[src/hdl/isaPkg.sv]
package isaPkg;

   // alu operation select, order follows the processor's funct encoding
   typedef enum logic [2:0] {
      aluRol  = 3'b000,
      aluSll  = 3'b001,
      aluSra  = 3'b010,
      aluSrl  = 3'b011,
      aluAdd  = 3'b100,
      // inB minus inA, operand order of the family's sub instructions
      aluSub  = 3'b101,
      aluXor  = 3'b110,
      // inA and not inB
      aluAndn = 3'b111
   } aluOpT;

   // set-compare select, setNone lets the alu result through
   typedef enum logic [2:0] {
      setNone  = 3'b000,
      setEq    = 3'b001,
      setLt    = 3'b010,
      setLe    = 3'b011,
      setCarry = 3'b100
   } setOpT;

   // branch condition, tested on the first register operand
   typedef enum logic [2:0] {
      brNone = 3'b000,
      brEqz  = 3'b001,
      brNez  = 3'b010,
      brLtz  = 3'b011,
      brGez  = 3'b100
   } branchOpT;

   // jump kind
   // jmpRel goes to incPc plus immediate, jmpReg to the alu sum
   typedef enum logic [1:0] {
      jmpNone = 2'b00,
      jmpRel  = 2'b01,
      jmpReg  = 2'b10
   } jumpOpT;

endpackage

[src/hdl/dataPkg.sv]
package dataPkg;

   // machine word width, default for the whole datapath
   localparam int wordWidth = 16;

   // bits per carry-lookahead group
   // carries are looked ahead inside a group and ripple between groups
   localparam int claGroup = 4;

endpackage

[src/hdl/claAdder.sv]
`timescale 1ns/1ps

module claAdder #(
   parameter int dataWidth = 16
) (
   input  logic [dataWidth-1:0] a,
   input  logic [dataWidth-1:0] b,
   input  logic                 cIn,
   output logic [dataWidth-1:0] sum,
   output logic                 cOut
);

   localparam int groupSize   = dataPkg::claGroup;
   localparam int numGroups   = (dataWidth + groupSize - 1) / groupSize;
   // operands are zero padded up to a whole number of groups
   localparam int paddedWidth = numGroups * groupSize;

   logic [paddedWidth-1:0] aPad;
   logic [paddedWidth-1:0] bPad;
   logic [paddedWidth-1:0] gen;
   logic [paddedWidth-1:0] prop;
   // carry[i] is the carry into bit i
   logic [paddedWidth:0]   carry;

   // lookahead carries of one group from its generate, propagate and carry-in
   function automatic logic [groupSize:0] groupCarries(
      input logic [groupSize-1:0] g,
      input logic [groupSize-1:0] p,
      input logic                 c0
   );
      logic [groupSize:0] c;
      logic               chain;
      logic               accum;
      c[0] = c0;
      for (int k = 1; k <= groupSize; k++) begin
         chain = 1'b1;
         accum = 1'b0;
         // sum of products g[m] and p[m+1..k-1], then the carry-in term
         for (int m = k - 1; m >= 0; m--) begin
            accum = accum | (chain & g[m]);
            chain = chain & p[m];
         end
         c[k] = accum | (chain & c0);
      end
      return c;
   endfunction

   assign aPad = paddedWidth'(a);
   assign bPad = paddedWidth'(b);

   // per-bit generate and propagate
   assign gen  = aPad & bPad;
   assign prop = aPad ^ bPad;

   assign carry[0] = cIn;

   for (genvar grp = 0; grp < numGroups; grp++) begin : gGroup
      logic [groupSize:0] groupC;
      assign groupC = groupCarries(gen[grp*groupSize +: groupSize],
                                   prop[grp*groupSize +: groupSize],
                                   carry[grp*groupSize]);
      // group carry-out feeds the next group
      assign carry[grp*groupSize+1 +: groupSize] = groupC[groupSize:1];
   end

   assign sum  = prop[dataWidth-1:0] ^ carry[dataWidth-1:0];
   // padding bits neither generate nor propagate
   assign cOut = carry[dataWidth];

endmodule

[src/hdl/alu.sv]
`timescale 1ns/1ps

module alu #(
   parameter int dataWidth = 16
) (
   input  logic [dataWidth-1:0] inA,
   input  logic [dataWidth-1:0] inB,
   input  isaPkg::aluOpT        op,
   output logic [dataWidth-1:0] out,
   output logic                 zero,
   output logic                 ofl,
   output logic                 carry
);

   // shift amount width, four bits for a 16-bit word
   localparam int shiftBits = $clog2(dataWidth);

   logic [shiftBits-1:0] amount;
   logic [dataWidth-1:0] shiftVal;
   logic [dataWidth-1:0] addA;
   logic [dataWidth-1:0] addSum;
   logic                 isSub;
   logic                 isArith;

   assign amount = inB[shiftBits-1:0];

   // logarithmic shifter
   // stage s moves by 2**s when amount bit s is set
   always_comb begin
      shiftVal = inA;
      for (int s = 0; s < shiftBits; s++) begin
         if (amount[s]) begin
            unique case (op)
               isaPkg::aluRol:
                  shiftVal = (shiftVal << (1 << s)) | (shiftVal >> (dataWidth - (1 << s)));
               isaPkg::aluSll:
                  shiftVal = shiftVal << (1 << s);
               isaPkg::aluSra:
                  shiftVal = $signed(shiftVal) >>> (1 << s);
               // srl, the non-shift ops ignore this value
               default:
                  shiftVal = shiftVal >> (1 << s);
            endcase
         end
      end
   end

   assign isSub   = (op == isaPkg::aluSub);
   assign isArith = (op == isaPkg::aluAdd) || isSub;

   // subtract is inB + ~inA + 1
   assign addA = isSub ? ~inA : inA;

   // one adder shared by add and subtract
   claAdder #(
      .dataWidth(dataWidth)
   ) adder0 (
      .a   (addA),
      .b   (inB),
      .cIn (isSub),
      .sum (addSum),
      .cOut(carry)
   );

   always_comb begin
      unique case (op)
         isaPkg::aluRol,
         isaPkg::aluSll,
         isaPkg::aluSra,
         isaPkg::aluSrl:  out = shiftVal;
         isaPkg::aluAdd,
         isaPkg::aluSub:  out = addSum;
         isaPkg::aluXor:  out = inA ^ inB;
         isaPkg::aluAndn: out = inA & ~inB;
         default:         out = '0;
      endcase
   end

   assign zero = (out == '0);

   // signed overflow, both adder operands agree in sign and the sum does not
   // carry is only meaningful as inA + inB, i.e. any op but aluSub
   assign ofl = isArith &&
                (addA[dataWidth-1] == inB[dataWidth-1]) &&
                (addSum[dataWidth-1] != inB[dataWidth-1]);

endmodule

[src/hdl/branchControl.sv]
`timescale 1ns/1ps

module branchControl #(
   parameter int dataWidth = 16
) (
   input  logic [dataWidth-1:0] regData1,
   input  isaPkg::branchOpT     branchOp,
   output logic                 branch
);

   logic isZero;
   logic isNeg;

   assign isZero = (regData1 == '0);
   // sign bit of the tested register
   assign isNeg  = regData1[dataWidth-1];

   // taken decision per condition
   always_comb begin
      unique case (branchOp)
         isaPkg::brEqz: branch = isZero;
         isaPkg::brNez: branch = !isZero;
         isaPkg::brLtz: branch = isNeg;
         isaPkg::brGez: branch = !isNeg;
         // brNone and unused codes never branch
         default:       branch = 1'b0;
      endcase
   end

endmodule

[src/hdl/execute.sv]
`timescale 1ns/1ps

module execute #(
   parameter int dataWidth = 16
) (
   input  isaPkg::aluOpT        aluOp,
   input  isaPkg::setOpT        setOp,
   input  isaPkg::branchOpT     branchOp,
   input  isaPkg::jumpOpT       jumpOp,
   input  logic                 aluSrc,
   input  logic                 lbi,
   input  logic                 slbi,
   input  logic                 btr,
   input  logic                 ror,
   input  logic [dataWidth-1:0] regData1,
   input  logic [dataWidth-1:0] regData2,
   input  logic [dataWidth-1:0] immVal,
   input  logic [dataWidth-1:0] incPc,
   output logic [dataWidth-1:0] result,
   output logic                 zero,
   output logic                 ofl,
   output logic [dataWidth-1:0] newPc,
   output logic                 pcSrc
);

   logic [dataWidth-1:0] inA;
   logic [dataWidth-1:0] regB;
   logic [dataWidth-1:0] rorB;
   logic [dataWidth-1:0] inB;
   logic [dataWidth-1:0] aluOut;
   logic                 carry;
   logic [dataWidth-1:0] diff;
   logic                 diffOfl;
   logic                 setEq;
   logic                 setLt;
   logic                 setBit;
   logic [dataWidth-1:0] revA;
   logic [dataWidth-1:0] pcTarget;
   logic                 branch;

   // slbi shifts the register up by a byte before the alu ors in the immediate
   assign inA  = slbi ? (regData1 << 8) : regData1;
   assign regB = aluSrc ? immVal : regData2;

   // word width minus inB, so rotate-left by that amount rotates right
   claAdder #(
      .dataWidth(dataWidth)
   ) rorAdder (
      .a   (dataWidth'(dataWidth)),
      .b   (~regB),
      .cIn (1'b1),
      .sum (rorB),
      .cOut()
   );

   assign inB = ror ? rorB : regB;

   alu #(
      .dataWidth(dataWidth)
   ) alu0 (
      .inA  (inA),
      .inB  (inB),
      .op   (aluOp),
      .out  (aluOut),
      .zero (zero),
      .ofl  (ofl),
      .carry(carry)
   );

   // inA minus inB for the signed compares
   claAdder #(
      .dataWidth(dataWidth)
   ) setAdder (
      .a   (inA),
      .b   (~inB),
      .cIn (1'b1),
      .sum (diff),
      .cOut()
   );

   // overflow of the difference flips the sign of the answer
   assign diffOfl = (inA[dataWidth-1] != inB[dataWidth-1]) &&
                    (diff[dataWidth-1] != inA[dataWidth-1]);
   assign setEq   = (diff == '0);
   assign setLt   = diff[dataWidth-1] ^ diffOfl;

   // set carry takes the alu adder, which sums inA + inB unless the op is aluSub
   always_comb begin
      unique case (setOp)
         isaPkg::setEq:    setBit = setEq;
         isaPkg::setLt:    setBit = setLt;
         isaPkg::setLe:    setBit = setLt | setEq;
         isaPkg::setCarry: setBit = carry;
         default:          setBit = 1'b0;
      endcase
   end

   // btr mirrors the word end for end
   always_comb begin
      for (int i = 0; i < dataWidth; i++) begin
         revA[i] = inA[dataWidth-1-i];
      end
   end

   // result select, lbi first, then set, then btr
   always_comb begin
      if (lbi) begin
         result = immVal;
      end else if (setOp != isaPkg::setNone) begin
         result = {{(dataWidth-1){1'b0}}, setBit};
      end else if (btr) begin
         result = revA;
      end else begin
         result = aluOut;
      end
   end

   // branch and relative jump target
   claAdder #(
      .dataWidth(dataWidth)
   ) pcAdder (
      .a   (incPc),
      .b   (immVal),
      .cIn (1'b0),
      .sum (pcTarget),
      .cOut()
   );

   branchControl #(
      .dataWidth(dataWidth)
   ) branch0 (
      .regData1(regData1),
      .branchOp(branchOp),
      .branch  (branch)
   );

   assign pcSrc = branch || (jumpOp != isaPkg::jmpNone);
   // register jumps take register plus immediate from the alu
   assign newPc = (jumpOp == isaPkg::jmpReg) ? aluOut : pcTarget;

endmodule

[src/hdl/exMemRegister.sv]
`timescale 1ns/1ps

module exMemRegister #(
   parameter int dataWidth = 16
) (
   input  logic                 clk,
   input  logic                 reset,
   input  logic                 inValid,
   input  logic [dataWidth-1:0] result,
   input  logic                 zero,
   input  logic                 ofl,
   input  logic [dataWidth-1:0] newPc,
   input  logic                 pcSrc,
   output logic                 outValid,
   output logic [dataWidth-1:0] outResult,
   output logic                 outZero,
   output logic                 outOfl,
   output logic [dataWidth-1:0] outNewPc,
   output logic                 outPcSrc
);

   // control bits, cleared on reset and on an idle cycle
   always_ff @(posedge clk) begin
      if (reset) begin
         outValid <= 1'b0;
         outPcSrc <= 1'b0;
      end else begin
         outValid <= inValid;
         // a redirect only leaves with a valid item
         outPcSrc <= inValid & pcSrc;
      end
   end

   // payload, loaded on valid cycles and held otherwise
   always_ff @(posedge clk) begin
      if (inValid) begin
         outResult <= result;
         outZero   <= zero;
         outOfl    <= ofl;
         outNewPc  <= newPc;
      end
   end

endmodule

[src/hdl/executeStage.sv]
`timescale 1ns/1ps

module executeStage #(
   parameter int dataWidth = dataPkg::wordWidth
) (
   input  logic                 clk,
   input  logic                 reset,
   input  logic                 inValid,
   input  isaPkg::aluOpT        aluOp,
   input  isaPkg::setOpT        setOp,
   input  isaPkg::branchOpT     branchOp,
   input  isaPkg::jumpOpT       jumpOp,
   input  logic                 aluSrc,
   input  logic                 lbi,
   input  logic                 slbi,
   input  logic                 btr,
   input  logic                 ror,
   input  logic [dataWidth-1:0] regData1,
   input  logic [dataWidth-1:0] regData2,
   input  logic [dataWidth-1:0] immVal,
   input  logic [dataWidth-1:0] incPc,
   output logic                 outValid,
   output logic [dataWidth-1:0] outResult,
   output logic                 outZero,
   output logic                 outOfl,
   output logic [dataWidth-1:0] outNewPc,
   output logic                 outPcSrc
);

   // combinational execute results, before the pipeline register
   logic [dataWidth-1:0] exResult;
   logic                 exZero;
   logic                 exOfl;
   logic [dataWidth-1:0] exNewPc;
   logic                 exPcSrc;

   execute #(
      .dataWidth(dataWidth)
   ) execute0 (
      .aluOp   (aluOp),
      .setOp   (setOp),
      .branchOp(branchOp),
      .jumpOp  (jumpOp),
      .aluSrc  (aluSrc),
      .lbi     (lbi),
      .slbi    (slbi),
      .btr     (btr),
      .ror     (ror),
      .regData1(regData1),
      .regData2(regData2),
      .immVal  (immVal),
      .incPc   (incPc),
      .result  (exResult),
      .zero    (exZero),
      .ofl     (exOfl),
      .newPc   (exNewPc),
      .pcSrc   (exPcSrc)
   );

   // one cycle to the memory stage
   exMemRegister #(
      .dataWidth(dataWidth)
   ) exMem0 (
      .clk      (clk),
      .reset    (reset),
      .inValid  (inValid),
      .result   (exResult),
      .zero     (exZero),
      .ofl      (exOfl),
      .newPc    (exNewPc),
      .pcSrc    (exPcSrc),
      .outValid (outValid),
      .outResult(outResult),
      .outZero  (outZero),
      .outOfl   (outOfl),
      .outNewPc (outNewPc),
      .outPcSrc (outPcSrc)
   );

endmodule

[config.mk]
export PLATFORM = sky130hd
export DESIGN_NAME = executeStage
export DESIGN_NICKNAME = d
export VERILOG_FILES = /design/src/hdl/isaPkg.sv /design/src/hdl/dataPkg.sv /design/src/hdl/claAdder.sv /design/src/hdl/alu.sv /design/src/hdl/branchControl.sv /design/src/hdl/execute.sv /design/src/hdl/exMemRegister.sv /design/src/hdl/executeStage.sv
export SDC_FILE = /design/constraint.sdc
export NUM_CORES = 1
export LEC_CHECK = 0
export BUFFER_PORTS_ARGS = -buffer_cell sky130_fd_sc_hd__buf_2
export CORE_ASPECT_RATIO = 0.5
export CORE_MARGIN = 5
export CORE_UTILIZATION = 30
export DETAILED_ROUTE_END_ITERATION = 16
export PLACE_DENSITY = 0.58
export RECOVER_POWER = 25
export SLEW_MARGIN = 5
export SYNTH_ARGS = -nofsm -noshare
export SYNTH_HDL_FRONTEND = slang
export SYNTH_SLANG_ARGS = --single-unit
[constraint.sdc]
create_clock -name clk -period 6.5 [get_ports clk]
set_input_delay 0.65 -clock clk [delete_from_list [all_inputs] [get_ports clk]]
set_output_delay 0.65 -clock clk [all_outputs]
set_load 0.05 [all_outputs]
==> impl_metrics.json, run 1 <==
{
  "status": "finished, violations left",
  "violations": "capacitance limit, slew limit",
  "nNetsFinal": 1125,
  "clock_path_buffers": 2,
  "drv_cap": 1,
  "hold_path_class": "in -> reg",
  "post-cts-setup-buffers": 0,
  "netlist_area_um2": 7090,
  "drt-met1-wl_um": 13000,
  "postCtsHoldBufs": 0,
  "fin_hold_ws_ns": 0.546,
  "worst-setup-path-type": "in -> reg",
  "drc": 0,
  "dr_wl_met3_um": 2950,
  "arrival_ns": 6.24,
  "tns_ns": 0,
  "antenna_found_initial": 0,
  "post-synth-top-count-cell": "nand2_1",
  "core.rowCount": 39,
  "drtPass1Iterations": 6,
  "p_per_area_nw_per_um2": 188,
  "path_cells": "buf_2 > mux2_2 > inv_1 > ha_1 > nor2_1 > xnor2_2 > buf_4 > ha_1 > o21ai_0 > a22oi_1 > o22ai_1 > a211oi_1 > o21ai_0 > a31oi_1 > o21ai_0 > nand2b_1 > fa_1 > xor2_1 > o21ai_0 > o22ai_1 > nor4b_1 > nand4_1 > nor4bb_1 > and4b_1",
  "ys_seq_area_share_pct": 15.0,
  "ant_nets": 0,
  "die_h_um": 119,
  "place_congestion": 0.998,
  "cts_tree": "built",
  "crit_fanout": 25,
  "synth_top_area_share_pct": 14.4,
  "synth-edff-count": 34,
  "vdd_drop_max_v": 0.0000774,
  "yosysWarningCount": 0,
  "crit_family": "compound AO/OA/AOI/OAI gates",
  "crit_path_start_kind": "input pin",
  "htree_levels": 2,
  "ios": 119,
  "cts.sinks": 36,
  "antenna_cells": 0,
  "p_leak_nw": 3.31,
  "drive_gt1_share_pct": 20.9,
  "finalSetupViolations": 0,
  "final_hold_viol_count": 0,
  "syn-num-nets": 1038,
  "cts-root-buf": "clkbuf_16",
  "end_kind": "flop",
  "cts_resized": 0,
  "start_util_pct": 30.8,
  "top_layer": "met4",
  "synth_ff_type": "edfxtp_1",
  "via_count": 7737,
  "cpMostUsedCell": "o21ai_0",
  "finalWirelength_um": 29000,
  "overflow": 0,
  "rsz0062_at_grt": "false",
  "synthArstFlopShare_pct": 0,
  "synth_common_cells": "nand2_1, o21ai_0, nor2_1, ha_1, mux2i_1",
  "numPortBuffers": 118,
  "max_freq_mhz": 164,
  "synth_seq_cells": 36,
  "holdCritStartpoint": "reset",
  "fin_crit_sh_pct": 93.7,
  "wl_met2_um": 12400,
  "numCtsBuffers": 5,
  "holdPathEnd": "exMem0.outValid",
  "crit_buf_inv": 3,
  "worstPathRequired_ns": 6.65,
  "fp.dieArea_um2": 27000,
  "area_delta_synth_final_pct": 13.4,
  "first_iter_violations": 855,
  "slowest_stage": "o21ai_0",
  "slowest_delay_ns": 0.58,
  "hold_depth": 2,
  "synthDistinctLibCells": 85,
  "coreArea_um2": 23000,
  "wire_per_inst_um": 22.5,
  "synth_area_leaders": "edfxtp_1, ha_1, mux2i_1, o21ai_0, nand2_1",
  "power_w": 0.00151,
  "syn_avg_cell_area_um2": 7.93,
  "worstMarginPinSlew_ns": 1.97,
  "dieWidth_um": 227,
  "synthCells": 894,
  "path_clk_slew_ns": 0.06,
  "routed_via_density": 6.00,
  "yosysTopAreaCell": "edfxtp_1",
  "slew_violations": 36,
  "grt_pass1_wl_um": 44100,
  "dp_hpwl_um": 23100,
  "max_slew_margin_pct": -31.0,
  "grt_start_max_net_pins": 45,
  "fin_crit_ns": 6.09,
  "fillers": 2436,
  "first_global_vias": 7278,
  "groute.usage.overall_pct": 20.6
}
worst max-delay path by stage:
stage | slack [ns] | cells after the start | from | endpoint
floorplan | 0.08 | 30 | aluSrc | exMem0.outResult[0]
global placement | 0.37 | 24 | aluSrc | exMem0.outZero
detailed placement | 0.30 | 24 | aluSrc | exMem0.outZero
CTS | 0.58 | 22 | aluSrc | exMem0.outZero
global route | 0.04 | 27 | aluSrc | exMem0.outResult[0]
finish | 0.41 | 24 | aluSrc | exMem0.outZero
per-stage QoR:
step | setup WS [ns] | utilization [%] | instances | instance area [um^2]
2_1_floorplan | 0.0849 | - | 894 | 7100
3_3_place_gp | 0.372 | 34.3 | 1281 | 7910
3_5_place_dp | 0.303 | 34.3 | 1281 | 7910
4_1_cts | 0.581 | 34.9 | 1289 | 8040
5_1_grt | 0.0410 | 34.9 | 1289 | 8040
6_report | 0.411 | 34.9 | 1289 | 8040
state kept, by name, indices dropped and copies added (netlist names):
signal            flops
exMem0.outValid       1
exMem0.outOfl         1
exMem0.outResult     16
exMem0.outPcSrc       1
exMem0.outZero        1
exMem0.outNewPc      16
per-layer routing:
metal / track usage [%] / vias to the layer above
met5: 0 / -
met4: 5.82 / 0
met3: 3.37 / 62
met2: 30.8 / 436
met1: 30.3 / 3676
li1: - / 3563
cells by family (layout without fill, tap and decap cells):
kind of cell / after synthesis / after routing / share of synthesized area [%]
AO/OA/AOI/OAI: 293 / 293 / 29.0
AND/OR/NAND/NOR: 285 / 285 / 19.4
buffers and inverters: 103 / 191 / 7.29
multiplexers: 65 / 65 / 10.7
adder cells (fa/ha/maj): 62 / 62 / 12.1
XOR/XNOR: 50 / 50 / 6.48
flip-flops: 36 / 36 / 15.0
where the power goes:
part	switching [W]	internal (W)	total [W]
Combinational	0.000642	0.000337	0.000979
Sequential	0.00000746	0.000289	0.000296
Clock	0.0000922	0.000142	0.000234
Total	0.000742	0.000768	0.00151
cell type report:
| cell class | instances | area [um^2] | share of cell area (%) |
|---|---|---|---|
| multi-input combinational | 755 | 5540 | 68.9 |
| sequential | 36 | 1060 | 13.2 |
| timing repair buffer | 141 | 762 | 9.48 |
| tap | 307 | 384 | 4.78 |
| inverter | 42 | 158 | 1.96 |
| clock buffer | 7 | 133 | 1.65 |
| clock inverter | 1 | 5.00 | 0.0622 |
placed cells by master, fill, tap and decap left out, drive strengths merged, types with 11 or more instances in the layout:
master  synthesis  routed
fa             11      11
a211oi         23      23
xnor2          33      33
a21oi          39      39
o211ai         25      25
nor3           30      30
inv            41      41
xor2           16      16
a31oi          12      12
o21a           12      12
nand2          91      91
nand3          20      20
mux2           17      17
a311oi         11      11
buf            25     140
nand2b         15      15
mux2i          43      43
nor2           67      67
ha             50      50
edfxtp         34      34
o21ai          74      74
Power figures use the tool's default switching activity.
==> run 2: changes to the inputs <==
--- a/config.mk
+++ b/config.mk
@@ -10,6 +10,7 @@
 export CORE_MARGIN = 5
 export CORE_UTILIZATION = 30
 export DETAILED_ROUTE_END_ITERATION = 16
+export MAX_ROUTING_LAYER = met4
 export PLACE_DENSITY = 0.58
 export RECOVER_POWER = 25
 export SLEW_MARGIN = 5
==> run 2 against run 1 <==
Compared with the run above:
- the run still ends with capacitance limit, slew limit left
- count of clock-buffer cells in the layout is 1 lower
- clock power is 17% higher
- critical path depth is 1 lower
- sequential power hardly changed
- total power is 2.8% higher
- setup slack better by 0.018 ns
- sequential share of layout area is 0.057 points lower
- maximum frequency is 0.30% higher
- cell count is 0.16% higher
- cell area is 0.44% higher
- hold slack worse by 0.00097 ns
- critical endpoint unchanged
- largest power group unchanged
- highest routed layer unchanged
==> impl_metrics.json, run 2 (synthesis results as in run 1) <==
{
  "cts.sinks": 36,
  "drv_cap": 1,
  "worstPathRequired_ns": 6.65,
  "coreArea_um2": 23000,
  "rsz0062_at_grt": "false",
  "slew_violations": 36,
  "routed_via_density": 6.00,
  "htree_levels": 2,
  "p_leak_nw": 3.33,
  "status": "finished, violations left",
  "area_delta_synth_final_pct": 13.9,
  "tns_ns": 0,
  "max_slew_margin_pct": -31.2,
  "crit_path_start_kind": "input pin",
  "end_kind": "flop",
  "p_clk_share_pct": 17.6,
  "post-cts-setup-buffers": 0,
  "layout_commonest_cell": "buf_2",
  "dp_hpwl_um": 23200,
  "worst-setup-path-type": "in -> reg",
  "power_frac_comb_pct": 63.3,
  "vdd_drop_max_v": 0.000131,
  "layout_common_cells": "buf_2, nand2_1, o21ai_0",
  "cts_tree": "built",
  "numPortBuffers": 118,
  "cts-root-buf": "clkbuf_16",
  "overflow": 0,
  "fin_crit_sh_pct": 93.4,
  "fin_hold_ws_ns": 0.545,
  "fillers": 2458,
  "path_clk_slew_ns": 0.06,
  "final_hold_viol_count": 0,
  "fp.dieArea_um2": 27000,
  "p_sw_share_pct": 48.0,
  "ant_nets": 0,
  "grt_pass1_wl_um": 44200,
  "numCtsBuffers": 5,
  "crit_fanout": 25,
  "reg.largest.list": "exMem0.outNewPc x16, exMem0.outResult x16",
  "arrival_ns": 6.22,
  "finalWirelength_um": 29200,
  "p_seq_share_pct": 19.1,
  "p_switching_w": 0.000746,
  "grt_start_max_net_pins": 45,
  "finalSetupViolations": 0,
  "start_util_pct": 30.8,
  "worstMarginPinSlew_ns": 1.97,
  "drive_gt1_share_pct": 21.0,
  "violations": "capacitance limit, slew limit",
  "dieWidth_um": 227,
  "drtPass1Iterations": 5,
  "first_iter_violations": 980,
  "fin_crit_ns": 6.07,
  "internal-power_w": 0.000806,
  "wire_per_inst_um": 22.6,
  "place_congestion": 1.02,
  "core.rowCount": 39,
  "hold_path_class": "in -> reg",
  "antenna_found_initial": 0,
  "drc": 0,
  "clock_path_buffers": 2,
  "antenna_cells": 0,
  "p_per_area_nw_per_um2": 192,
  "max_freq_mhz": 165,
  "die_h_um": 119,
  "groute.usage.overall_pct": 21.2,
  "nNetsFinal": 1127,
  "first_global_vias": 7391,
  "ios": 119,
  "via_count": 7746
}
[run 2: changes by cell type in the layout (fill, tap and decap cells not counted)]
cell / delta
buf_4: +2
bufinv_16: +1
clkbuf_1: -1
nor4b_1: +1
nor4b_2: -1
o21ai_0: -1
o21ai_1: +1
[run 2: area by class of cell]
| class | instances | area, um^2 | share of cell area [%] |
|---|---|---|---|
| Tap cell | 307 | 384 | 4.76 |
| Timing Repair Buffer | 143 | 777 | 9.62 |
| Clock buffer | 6 | 129 | 1.60 |
| Sequential cell | 36 | 1060 | 13.1 |
| Clock inverter | 2 | 35.0 | 0.434 |
| Inverter | 42 | 158 | 1.95 |
| Multi-Input combinational cell | 755 | 5530 | 68.5 |
[run 2: final timing paths]
path	start	end	slack [ns]	depth (start not counted)
hold / removal	reset	exMem0.outValid	0.55	2
setup / recovery	aluSrc	exMem0.outZero	0.43	23
[run 2: through the flow]
step                cell area [um^2]  setup slack [ns]  std cells  total power (W)  utilization [%]
floorplan                       7100            0.0849        894         0.000976                -
global placement                7910             0.336       1283          0.00124             34.4
detailed placement              7910             0.157       1283          0.00125             34.4
CTS                             8080             0.430       1291          0.00153             35.1
global route                    8080            0.0163       1291          0.00164             35.1
finish                          8080             0.429       1291          0.00155             35.1
[run 2: power by group through the flow]
stage,Sequential (W),Combinational [W],Clock [W]
after floorplan,0.000396,0.000580,0
after global placement,0.000301,0.000943,0
after detailed placement,0.000302,0.000953,0
after CTS,0.000297,0.000959,0.000278
after global routing,0.000300,0.00106,0.000285
final,0.000297,0.000983,0.000273
[run 2: repair_timing]
| action | in CTS | in global routing |
|---|---|---|
| hold buffers | 0 | 0 |
| endpoints found under the setup margin | 0 | 1 |
| gates resized for setup | 0 | 1 |
[run 2: critical path, cell delays in order]
cell and delay [ns]:
buf_2 0.26, mux2_2 0.39, inv_1 0.07, ha_1 0.14
nor2_1 0.06, xnor2_2 0.23, buf_4 0.31, ha_1 0.31
o21ai_0 0.10, a22oi_1 0.22, o22ai_1 0.32, a211oi_1 0.15
or2_2 0.33, and2_1 0.17, or2_2 0.29, fa_1 0.44
xor2_1 0.16, o211ai_1 0.29, o221a_2 0.36, and3b_1 0.18
nand4_1 0.13, nor4bb_1 0.42, and4b_1 0.24
[run 2: routing by layer]
metal / wire length, um / GRT usage, % / share of wire [%]
met5: 0 / - / 0
met4: 365 / 3.92 / 1.3
met3: 2680 / 2.80 / 9.2
met2: 12700 / 31.9 / 43
met1: 13500 / 30.5 / 46
